### config.mk
export PLATFORM = sky130hd
export DESIGN_NAME = decodeStage
export DESIGN_NICKNAME = d
export VERILOG_FILES = /design/src/common/ctrlPkg.sv /design/src/common/isaPkg.sv /design/src/decode/controlUnit.sv /design/src/decode/decodeStage.sv /design/src/decode/operandForm.sv /design/src/decode/registerFile.sv
export VERILOG_INCLUDE_DIRS = /design/src /design/src/common
export SDC_FILE = /design/constraint.sdc
export NUM_CORES = 1
export LEC_CHECK = 0
export ABC_AREA = 1
export BUFFER_PORTS_ARGS = -buffer_cell sky130_fd_sc_hd__buf_2
export CAP_MARGIN = 20
export CORE_UTILIZATION = 40
export CTS_CLUSTER_SIZE = 40
export DETAILED_ROUTE_END_ITERATION = 8
export SLEW_MARGIN = 20
export SYNTH_ARGS = -nofsm -noshare
export SYNTH_HDL_FRONTEND = slang
export SYNTH_SLANG_ARGS = --single-unit
### constraint.sdc
create_clock -name clk -period 3.7 [get_ports clk]
set_input_delay 0.185 -clock clk [delete_from_list [all_inputs] [get_ports clk]]
set_output_delay 0.185 -clock clk [all_outputs]
set_load 0.1 [all_outputs]
### src/common/decode_params.svh
`ifndef DECODE_PARAMS_SVH
`define DECODE_PARAMS_SVH

// width of a register and of an instruction
`define DATA_WIDTH 16

// architectural registers
`define NUM_REGS 8

// register index width
`define REG_IDX_W 3

`endif

### src/common/ctrlPkg.sv
package ctrlPkg;

    // what goes back into the register file
    typedef enum logic [2:0] {
        REG_SRC_ALU  = 3'd0,
        REG_SRC_MEM  = 3'd1,
        REG_SRC_PC2  = 3'd2,
        REG_SRC_IMM  = 3'd3,
        REG_SRC_BTR  = 3'd4,
        REG_SRC_FLAG = 3'd5
    } regSrc_e;

    typedef enum logic [2:0] {
        ALU_SRC_REG    = 3'd0,
        ALU_SRC_IMM5   = 3'd1,
        ALU_SRC_IMM8   = 3'd2,
        ALU_SRC_IMM11  = 3'd3,
        ALU_SRC_ZERO   = 3'd4,
        ALU_SRC_RS_SHL = 3'd5
    } aluSrc_e;

    typedef enum logic [2:0] {
        ALU_OP_ADD = 3'd0,
        ALU_OP_AND = 3'd1,
        ALU_OP_OR  = 3'd2,
        ALU_OP_XOR = 3'd3,
        ALU_OP_ROL = 3'd4,
        ALU_OP_SLL = 3'd5,
        ALU_OP_ROR = 3'd6,
        ALU_OP_SRL = 3'd7
    } aluOp_e;

    typedef enum logic [1:0] {
        DST_RD_R  = 2'd0,
        DST_RD_I1 = 2'd1,
        DST_RS    = 2'd2,
        DST_R7    = 2'd3
    } dstSel_e;

    typedef struct packed {
        regSrc_e regDataSrc;
        aluSrc_e aluSrc1;
        aluSrc_e aluSrc2;
        aluOp_e  aluOp;
        logic    memEn;
        logic    memWr;
        logic    branch;
        logic    jump;
        logic    exception;
        logic    cin;
        logic    invA;
        logic    invB;
        logic    isSigned;
    } ctrlWord_t;

endpackage

### src/common/isaPkg.sv
`include "decode_params.svh"

package isaPkg;

    // 10100 to 10111 have no entry and decode as illegal
    typedef enum logic [4:0] {
        OP_HALT  = 5'b00000,
        OP_NOP   = 5'b00001,
        OP_SIIC  = 5'b00010,
        OP_RTI   = 5'b00011,
        OP_J     = 5'b00100,
        OP_JR    = 5'b00101,
        OP_JAL   = 5'b00110,
        OP_JALR  = 5'b00111,
        OP_ADDI  = 5'b01000,
        OP_SUBI  = 5'b01001,
        OP_XORI  = 5'b01010,
        OP_ANDNI = 5'b01011,
        OP_BEQZ  = 5'b01100,
        OP_BNEZ  = 5'b01101,
        OP_BLTZ  = 5'b01110,
        OP_BGEZ  = 5'b01111,
        OP_ST    = 5'b10000,
        OP_LD    = 5'b10001,
        OP_SLBI  = 5'b10010,
        OP_STU   = 5'b10011,
        OP_LBI   = 5'b11000,
        OP_BTR   = 5'b11001,
        OP_SHIFT = 5'b11010,
        OP_ALU   = 5'b11011,
        OP_SEQ   = 5'b11100,
        OP_SLT   = 5'b11101,
        OP_SLE   = 5'b11110,
        OP_SCO   = 5'b11111
    } opcode_e;

    // alu group meaning first, shift group meaning second
    typedef enum logic [1:0] {
        F_ADD_ROL  = 2'b00,
        F_SUB_SLL  = 2'b01,
        F_XOR_ROR  = 2'b10,
        F_ANDN_SRL = 2'b11
    } funct_e;

    typedef struct packed {
        opcode_e               opcode;
        logic [`REG_IDX_W-1:0] rs;
        logic [`REG_IDX_W-1:0] rt;
        logic [`REG_IDX_W-1:0] rd;
        funct_e                funct;
    } rFormat_t;

    typedef struct packed {
        opcode_e               opcode;
        logic [`REG_IDX_W-1:0] rs;
        logic [`REG_IDX_W-1:0] rd;
        logic [4:0]            imm5;
    } i1Format_t;

    typedef struct packed {
        opcode_e               opcode;
        logic [`REG_IDX_W-1:0] rs;
        logic [7:0]            imm8;
    } i2Format_t;

    typedef struct packed {
        opcode_e    opcode;
        logic [10:0] disp11;
    } jFormat_t;

    typedef union packed {
        rFormat_t  r;
        i1Format_t i1;
        i2Format_t i2;
        jFormat_t  j;
    } instrWord_u;

endpackage

### src/decode/controlUnit.sv
`include "decode_params.svh"

module controlUnit
    import isaPkg::*, ctrlPkg::*;
(
    input  instrWord_u            instr,
    output ctrlWord_t             ctrl,
    output logic                  halt,
    output logic                  regWriteOut,
    output logic                  signedExt,
    output logic [`REG_IDX_W-1:0] writeReg
);

    dstSel_e dstSel;

    always_comb begin
        ctrl            = '0;
        ctrl.regDataSrc = REG_SRC_ALU;
        ctrl.aluSrc1    = ALU_SRC_REG;
        ctrl.aluSrc2    = ALU_SRC_REG;
        ctrl.aluOp      = ALU_OP_ADD;
        halt            = 1'b0;
        regWriteOut     = 1'b0;
        signedExt       = 1'b1;
        dstSel          = DST_RD_R;

        case (instr.r.opcode)
            OP_HALT: halt = 1'b1;
            OP_NOP: ;
            OP_SIIC: ctrl.exception = 1'b1;
            OP_RTI: ctrl.jump = 1'b1;
            OP_ADDI, OP_SUBI, OP_XORI, OP_ANDNI: begin
                ctrl.aluSrc2 = ALU_SRC_IMM5;
                regWriteOut  = 1'b1;
                dstSel       = DST_RD_I1;
                // subi is imm - rs
                if (instr.r.opcode == OP_SUBI) begin
                    ctrl.invA = 1'b1;
                    ctrl.cin  = 1'b1;
                end
                if (instr.r.opcode == OP_XORI) begin
                    ctrl.aluOp = ALU_OP_XOR;
                    signedExt  = 1'b0;
                end
                if (instr.r.opcode == OP_ANDNI) begin
                    ctrl.aluOp = ALU_OP_AND;
                    ctrl.invB  = 1'b1;
                    signedExt  = 1'b0;
                end
            end
            OP_ST, OP_LD, OP_STU: begin
                // address is rs + imm5
                ctrl.aluSrc2 = ALU_SRC_IMM5;
                ctrl.memEn   = 1'b1;
                ctrl.memWr   = (instr.r.opcode != OP_LD);
                if (instr.r.opcode == OP_LD) begin
                    ctrl.regDataSrc = REG_SRC_MEM;
                    regWriteOut     = 1'b1;
                    dstSel          = DST_RD_I1;
                end
                if (instr.r.opcode == OP_STU) begin
                    regWriteOut = 1'b1;
                    dstSel      = DST_RS;
                end
            end
            OP_BTR: begin
                ctrl.regDataSrc = REG_SRC_BTR;
                regWriteOut     = 1'b1;
            end
            OP_ALU: begin
                regWriteOut = 1'b1;
                case (instr.r.funct)
                    F_ADD_ROL: ctrl.aluOp = ALU_OP_ADD;
                    F_SUB_SLL: begin
                        ctrl.invA = 1'b1;
                        ctrl.cin  = 1'b1;
                    end
                    F_XOR_ROR: ctrl.aluOp = ALU_OP_XOR;
                    default: begin
                        ctrl.aluOp = ALU_OP_AND;
                        ctrl.invB  = 1'b1;
                    end
                endcase
            end
            OP_SHIFT: begin
                regWriteOut = 1'b1;
                case (instr.r.funct)
                    F_ADD_ROL: ctrl.aluOp = ALU_OP_ROL;
                    F_SUB_SLL: ctrl.aluOp = ALU_OP_SLL;
                    F_XOR_ROR: ctrl.aluOp = ALU_OP_ROR;
                    default:   ctrl.aluOp = ALU_OP_SRL;
                endcase
            end
            OP_SEQ, OP_SLT, OP_SLE, OP_SCO: begin
                ctrl.regDataSrc = REG_SRC_FLAG;
                regWriteOut     = 1'b1;
                // rs - rt for the compares, sco keeps a plain add
                ctrl.invB       = (instr.r.opcode != OP_SCO);
                ctrl.cin        = (instr.r.opcode != OP_SCO);
                ctrl.isSigned   = (instr.r.opcode == OP_SLT) || (instr.r.opcode == OP_SLE);
            end
            OP_BEQZ, OP_BNEZ, OP_BLTZ, OP_BGEZ: begin
                ctrl.aluSrc2  = ALU_SRC_ZERO;
                ctrl.branch   = 1'b1;
                ctrl.isSigned = (instr.r.opcode == OP_BLTZ) || (instr.r.opcode == OP_BGEZ);
            end
            OP_LBI: begin
                ctrl.regDataSrc = REG_SRC_IMM;
                regWriteOut     = 1'b1;
                dstSel          = DST_RS;
            end
            OP_SLBI: begin
                ctrl.aluSrc1 = ALU_SRC_RS_SHL;
                ctrl.aluSrc2 = ALU_SRC_IMM8;
                ctrl.aluOp   = ALU_OP_OR;
                regWriteOut  = 1'b1;
                dstSel       = DST_RS;
            end
            OP_J, OP_JAL: begin
                ctrl.aluSrc2 = ALU_SRC_IMM11;
                ctrl.jump    = 1'b1;
                if (instr.r.opcode == OP_JAL) begin
                    ctrl.regDataSrc = REG_SRC_PC2;
                    regWriteOut     = 1'b1;
                    dstSel          = DST_R7;
                end
            end
            OP_JR, OP_JALR: begin
                // target is rs + imm8
                ctrl.aluSrc2 = ALU_SRC_IMM8;
                ctrl.jump    = 1'b1;
                if (instr.r.opcode == OP_JALR) begin
                    ctrl.regDataSrc = REG_SRC_PC2;
                    regWriteOut     = 1'b1;
                    dstSel          = DST_R7;
                end
            end
            default: begin
                ctrl.exception = 1'b1;
                ctrl.memEn     = 1'b0;
                regWriteOut    = 1'b0;
            end
        endcase
    end

    always_comb begin
        writeReg = instr.r.rd;
        case (dstSel)
            DST_RD_R:  writeReg = instr.r.rd;
            DST_RD_I1: writeReg = instr.i1.rd;
            DST_RS:    writeReg = instr.r.rs;
            DST_R7:    writeReg = `REG_IDX_W'(`NUM_REGS - 1);
        endcase
    end

endmodule

### src/decode/decodeStage.sv
`include "decode_params.svh"

module decodeStage
    import isaPkg::*, ctrlPkg::*;
(
    input  logic                   clk,
    input  logic                   rst,
    input  instrWord_u             instr,
    input  logic [`DATA_WIDTH-1:0] writeData,
    input  logic                   regWriteIn,
    output ctrlWord_t              ctrl,
    output logic                   halt,
    output logic                   regWriteOut,
    output logic [`DATA_WIDTH-1:0] read1Data,
    output logic [`DATA_WIDTH-1:0] read2Data,
    output logic [`DATA_WIDTH-1:0] immEight,
    output logic [`DATA_WIDTH-1:0] immEleven,
    output logic [`DATA_WIDTH-1:0] immFive,
    output logic [`DATA_WIDTH-1:0] btrOut
);

    logic                  signedExt;
    logic [`REG_IDX_W-1:0] writeReg;

    controlUnit control_i (
        .instr       (instr),
        .ctrl        (ctrl),
        .halt        (halt),
        .regWriteOut (regWriteOut),
        .signedExt   (signedExt),
        .writeReg    (writeReg)
    );

    // write enable comes back from write-back, not from this decode
    registerFile regFile_i (
        .clk       (clk),
        .rst       (rst),
        .read1Sel  (instr.r.rs),
        .read2Sel  (instr.r.rt),
        .writeReg  (writeReg),
        .writeData (writeData),
        .writeEn   (regWriteIn),
        .read1Data (read1Data),
        .read2Data (read2Data)
    );

    operandForm operand_i (
        .instr     (instr),
        .signedExt (signedExt),
        .read1Data (read1Data),
        .immEight  (immEight),
        .immEleven (immEleven),
        .immFive   (immFive),
        .btrOut    (btrOut)
    );

endmodule

### src/decode/operandForm.sv
`include "decode_params.svh"

module operandForm
    import isaPkg::*;
(
    input  instrWord_u             instr,
    input  logic                   signedExt,
    input  logic [`DATA_WIDTH-1:0] read1Data,
    output logic [`DATA_WIDTH-1:0] immEight,
    output logic [`DATA_WIDTH-1:0] immEleven,
    output logic [`DATA_WIDTH-1:0] immFive,
    output logic [`DATA_WIDTH-1:0] btrOut
);

    logic fillEight;
    logic fillEleven;
    logic fillFive;

    // fill bit is the field msb only in signed mode
    assign fillEight  = signedExt & instr.i2.imm8[7];
    assign fillEleven = signedExt & instr.j.disp11[10];
    assign fillFive   = signedExt & instr.i1.imm5[4];

    assign immEight  = {{(`DATA_WIDTH - 8){fillEight}}, instr.i2.imm8};
    assign immEleven = {{(`DATA_WIDTH - 11){fillEleven}}, instr.j.disp11};
    assign immFive   = {{(`DATA_WIDTH - 5){fillFive}}, instr.i1.imm5};

    // bit 0 of rs lands in bit 15
    always_comb begin
        for (int i = 0; i < `DATA_WIDTH; i++) begin
            btrOut[i] = read1Data[`DATA_WIDTH - 1 - i];
        end
    end

endmodule

### src/decode/registerFile.sv
`include "decode_params.svh"

module registerFile (
    input  logic                   clk,
    input  logic                   rst,
    input  logic [`REG_IDX_W-1:0]  read1Sel,
    input  logic [`REG_IDX_W-1:0]  read2Sel,
    input  logic [`REG_IDX_W-1:0]  writeReg,
    input  logic [`DATA_WIDTH-1:0] writeData,
    input  logic                   writeEn,
    output logic [`DATA_WIDTH-1:0] read1Data,
    output logic [`DATA_WIDTH-1:0] read2Data
);

    logic [`DATA_WIDTH-1:0] regs [`NUM_REGS];

    always_ff @(posedge clk) begin
        if (rst) begin
            for (int i = 0; i < `NUM_REGS; i++) begin
                regs[i] <= '0;
            end
        end else if (writeEn) begin
            regs[writeReg] <= writeData;
        end
    end

    // no write-to-read bypass
    // same-cycle read of the written register sees the old value
    assign read1Data = regs[read1Sel];
    assign read2Data = regs[read2Sel];

endmodule

== Yosys cells after proc, flatten, opt, wreduce, memory -nomap -nowiden ==
Memories as Yosys holds them, arrays and structs flattened.
Cells that the tools add are included.

* Memory bits (writable): 128
* Memories kept: 1
* Word-level logic and storage cells: 104
* Bits in registers: 0

{| class="wikitable"
|+ Memories
! memory !! depth !! bits a word !! read ports !! clocked after memory_dff !! wr ports !! line !! text
|-
| regFile_i.regs || 8 || 16 || 2 || 0 || 8 || registerFile.sv:15 || <nowiki>logic [`DATA_WIDTH-1:0] regs [`NUM_REGS];</nowiki>
|}

* Reductions and logical operators: 20
* Bitwise operators: 3
* Mux-type cells: 47
* Eq/ne operators: 33

{| class="wikitable"
|+ Operator list
! cell !! count
|-
| 5-bit == test (second input constant) || 12
|-
| 5-bit by 4-bit == test with 1-bit output (second input constant) || 8
|-
| 3-bit case mux with 4 select lines || 3
|-
| 27-bit OR reduction || 1
|-
| 1-bit 2-to-1 mux || 23
|-
| 5-bit by 3-bit == test with 1-bit output (second input constant) || 4
|-
| 2-bit 2-to-1 mux || 9
|-
| 3-bit case mux with 6 select lines || 1
|-
| 16-bit 2-to-1 mux || 1
|-
| 16-bit OR reduction || 1
|-
| 13-bit OR reduction || 1
|-
| 4-bit OR reduction || 3
|-
| 5-bit inequality test (second input constant) || 2
|-
| 2-bit case mux with 5 select lines || 1
|-
| 3-bit OR reduction || 3
|-
| 2-bit OR reduction || 4
|-
| 7-bit OR reduction || 1
|-
| 2-bit == test (second input constant) || 3
|-
| 3-bit 2-to-1 mux || 2
|-
| 1-bit case mux with 3 select lines || 2
|-
| 2-bit case mux with 3 select lines || 1
|-
| 5-bit by 1-bit == test with 1-bit output (second input constant) || 1
|-
| 5-bit by 2-bit == test with 1-bit output (second input constant) || 1
|-
| 5-bit zero test || 1
|-
| 8 further kinds || 14
|}

== Longest topological paths before layout ==
* Word-level depth: 7
* Mapped depth: 15

== Modules after synthesis ==
A second synthesis with hierarchy kept.

* Cells, all modules: 1217
* Area total of the unflattened synthesis: 8605.8 um2

{| class="wikitable"
|+ By module, submodules not included
! module !! times used !! area an instance (um2) !! cells each !! sequential area each (um2)
|-
| registerFile || 1 || 7532.2 || 1032 || 3843.7
|-
| controlUnit || 1 || 570.5 || 115 || 0.0
|-
| operandForm || 1 || 503.0 || 70 || 0.0
|}

== Least setup slack after synthesis ==
No wires, ideal clock.

* Kind: input to output
* Start: input instr[15] in the netlist's numbering
* End: output ctrl[7] in the netlist's numbering
* Data arrival time: 3.442 ns
* Path slack: 0.073 ns
* Buffers on the path: 2
* Stages on the path: 4
* Cells stage by stage: buf_6 > inv_2 > buf_4 > nor4_1

{| class="wikitable"
|+ RTL lines
! item !! line !! text
|-
| from (decl) || decodeStage.sv:8 || <nowiki>input instrWord_u instr,</nowiki>
|-
| to (decl) || decodeStage.sv:11 || <nowiki>output ctrlWord_t ctrl,</nowiki>
|}

== Final worst setup path ==
* Start: input instr[6] in the netlist's numbering
* End: output read2Data[6]

* Cells in the longest elaborated chain, start to end: 1

{| class="wikitable"
|+ RTL lines
! item !! line !! text
|-
| memory read 8 x 16 bit || - ||
|-
| to (decl) || decodeStage.sv:15 || <nowiki>output logic [`DATA_WIDTH-1:0] read2Data,</nowiki>
|}

No other way between the ends.

==> impl_results.md <==
* Antenna diodes at 0
* Synth Register Bits at 128
* Number of global-route vias before repair at 6280
* Total CTS buffers at 17
* Critical path arrival at 2.48 ns
* Area post-placement at between 8000 and 9000 um^2
* Post-cts repair resize count at 0
* Total power at 4909 uW
* WP data required at around 3.5 ns
* Area grow syn2layout at 13.46%
* CP Launch Type: input port
* Synth unique cells at 30
* Worst slew pin tran at ~0.92 ns
* Switch share at 38.93%
* Design area at 9102 um^2
* Setup bufs post-CTS at 0
* Worst Setup SP: instr[6]
* Placer congestion estimate at 0.9399
* Clock power frac at 34.3%
* CP max-delay cell: buf_2
* Combinational power share at 29.7%
* Hold Vio Cnt, Final at 0
* Leakage power at 0.003935 uW
* Largest fanout on the critical path at 42
* DRT Pass-1 Iters at 6
* Vias per inst at 5.422
* Layout cell share with drive strength beyond 1 at ~22%
* Routed Antenna Nets at 0
* Die X at between 100 and 150 um
* Buffer depth of the longest clock path at 2
* Residual DRC at 0
* PortBufs at 152
* NetSw at 1911 uW
* RSZ-0062 raised after global routing: false
* Final #Nets at ~1.1k
* WL/cell at 18.07 um
* Slew margin rel. at roughly 39%
* Fmax at between 0.3 and 0.4 GHz
* Die Y at 143.6 um
* Finished Core Util at 46.46%
* Multi-input logic area at roughly 3100 um^2
* Post-synthesis cell area at 8023 um^2
* Slowest stage delay, CP at around 0.63 ns
* Internal at 2998 uW
* Power Dens Cells at 539.3 nW/um^2
* Routed wire length at 23610 um
* Worst path buffer plus inverter count at 3
* Initial Utilization at 40.95%
* Overall Global Routing Usage at 23.54%
* Root buffer cell: clkbuf_16
* Final worst slack at 1.036 ns
* Fin crit share at approximately 70%
* Iter 0 DRT Violations at 739
* Post-synth EDFFs at approximately 130
* Syn Area/Cell at 8.279 um^2
* Die area at 20630 um^2
* Setup Crit Path Kind: input port to output port
* Gr ovfl total at 0
* CTS tree: done
* Sequential share of power at a little over a third
* Top FF cell, synth: edfxtp_1
* Largest net degree at the start of global routing at 66
* Syn Nets at between 1k and 1.5k
* CP delay by family, top: buffers and inverters
* Post-Syn Instances at 969
* Max reg flops at 128
* YS warnings at 0
* Max IR drop VDD at 310.3 uV
* Post-route minimum period at 2.664 ns
* Worst hold path type: input port to register
* Max-slew violations at 0
* Final setup fails at 0
* HPWL Detailed at between 15000 and 20000 um
* Clk slew on worst S/H paths at 0.06 ns
* CTS Hold Buffers Added at 0
* Reg with most FFs: regFile_i.regs
* H-tree depth at 4
* Largest regs: regFile_i.regs (128)
* Share of flip-flops with an asynchronous set or reset at 0%
* Reg area at 3844 um^2
* Vias at a little over 7k
* CTS Sinks at 128
* Sequential area share after synthesis at 47.91%
* Core Box Area at 19590 um^2
* Place WS at about 0.65 ns
* Fill count at 1944
* CP endpoint kind: output port
* Outcome: complete, no violations
* Initial antenna violation count at 0
* Critical-path cell list: buf_2 > buf_4 > o21ai_0 > o21ai_0 > nor2_1 > a31oi_1 > buf_2
* Min-Delay Startpoint: writeData[2]
* Boundary pin count at 154
* Cell row count at 51
* TNS Setup at 0 ns
* Max-cap violations at 0
* First-pass GRT wire length at 35700 um
==> cell usage in the layout, fill, tap and decap left out, types with 4 or more instances in the layout <==
cell type / synthesis / routed
nor2_2: 10 / 10
nand2_1: 93 / 93
inv_1: 83 / 83
nand2_4: 8 / 8
nand2_2: 6 / 6
o21ai_0: 133 / 132
edfxtp_1: 128 / 128
nand3_2: 4 / 4
a31oi_1: 34 / 34
buf_12: 0 / 5
nor2_1: 184 / 184
o211ai_1: 33 / 33
nand3_1: 16 / 16
clkbuf_16: 0 / 17
clkinv_1: 4 / 5
buf_2: 2 / 148
nor3_1: 23 / 23
buf_4: 67 / 12
inv_2: 5 / 5
a21oi_1: 67 / 67
clkinvlp_4: 0 / 4
==> per-layer routing <==
metal | global-route usage (%) | vias up | wire, um
met5 | 0 | - | 0
met1 | 32.86 | 3322 | 10230
li1 | - | 3370 | -
met2 | 36.43 | 363 | 11030
met4 | 8.399 | 0 | 492
met3 | 4.332 | 32 | 1859
==> cell usage after synthesis (8+ instances only) <==
library cell | count | area, um^2
a21oi_1 | 67 | 335.3
a31oi_1 | 34 | 212.7
buf_4 | 67 | 503.0
buf_6 | 8 | 90.09
clkbuf_1 | 42 | 157.7
edfxtp_1 | 128 | 3844
inv_1 | 83 | 311.6
nand2_1 | 93 | 349.1
nand2_4 | 8 | 90.09
nand3_1 | 16 | 80.08
nor2_1 | 184 | 690.7
nor2_2 | 10 | 62.56
nor3_1 | 23 | 115.1
o211ai_1 | 33 | 247.7
o21ai_0 | 133 | 665.6
==> layout make-up <==
| cell class | count | area share [%] |
|---|---|---|
| Timing Repair Buffer | 165 | 10.23 |
| Multi-Input combinational cell | 625 | 33.55 |
| Sequential cell | 128 | 42.23 |
| Clock inverter | 13 | 1.801 |
| Clock buffer | 19 | 4.756 |
| Tap cell | 265 | 3.643 |
| Inverter | 92 | 3.794 |
==> stage by stage <==
step	cells	hold slack, ns
after floorplan	969	0.4737
after global placement	1275	0.6447
after detailed placement	1275	0.6610
after CTS	1307	0.2225
after global routing	1307	0.2576
final	1307	0.2324
==> power groups by stage <==
stage               sequential [uW]  combinational [uW]  clock, uW
floorplan                      1770                1250          0
CTS                            1760                1460       1700
global placement               1790                1450          0
finish                         1760                1460       1690
detailed placement             1790                1450          0
global route                   1770                1530       1760
==> path summary, 6_finish.rpt <==
path,to,slack (ns),cells after the start
hold / removal,regFile_i.regs[3][2],0.23,3
setup / recovery,read2Data[6],1.04,7
==> cells by family after synthesis <==
logic type / count (synthesis) / share of synthesized area [%]
simple gates: 353 / 19.35
other cells: 1 / 0.04674
flops: 128 / 47.91
buf+inv: 216 / 14.02
compound gates: 271 / 18.67
(Power assumes the default switching activity.)
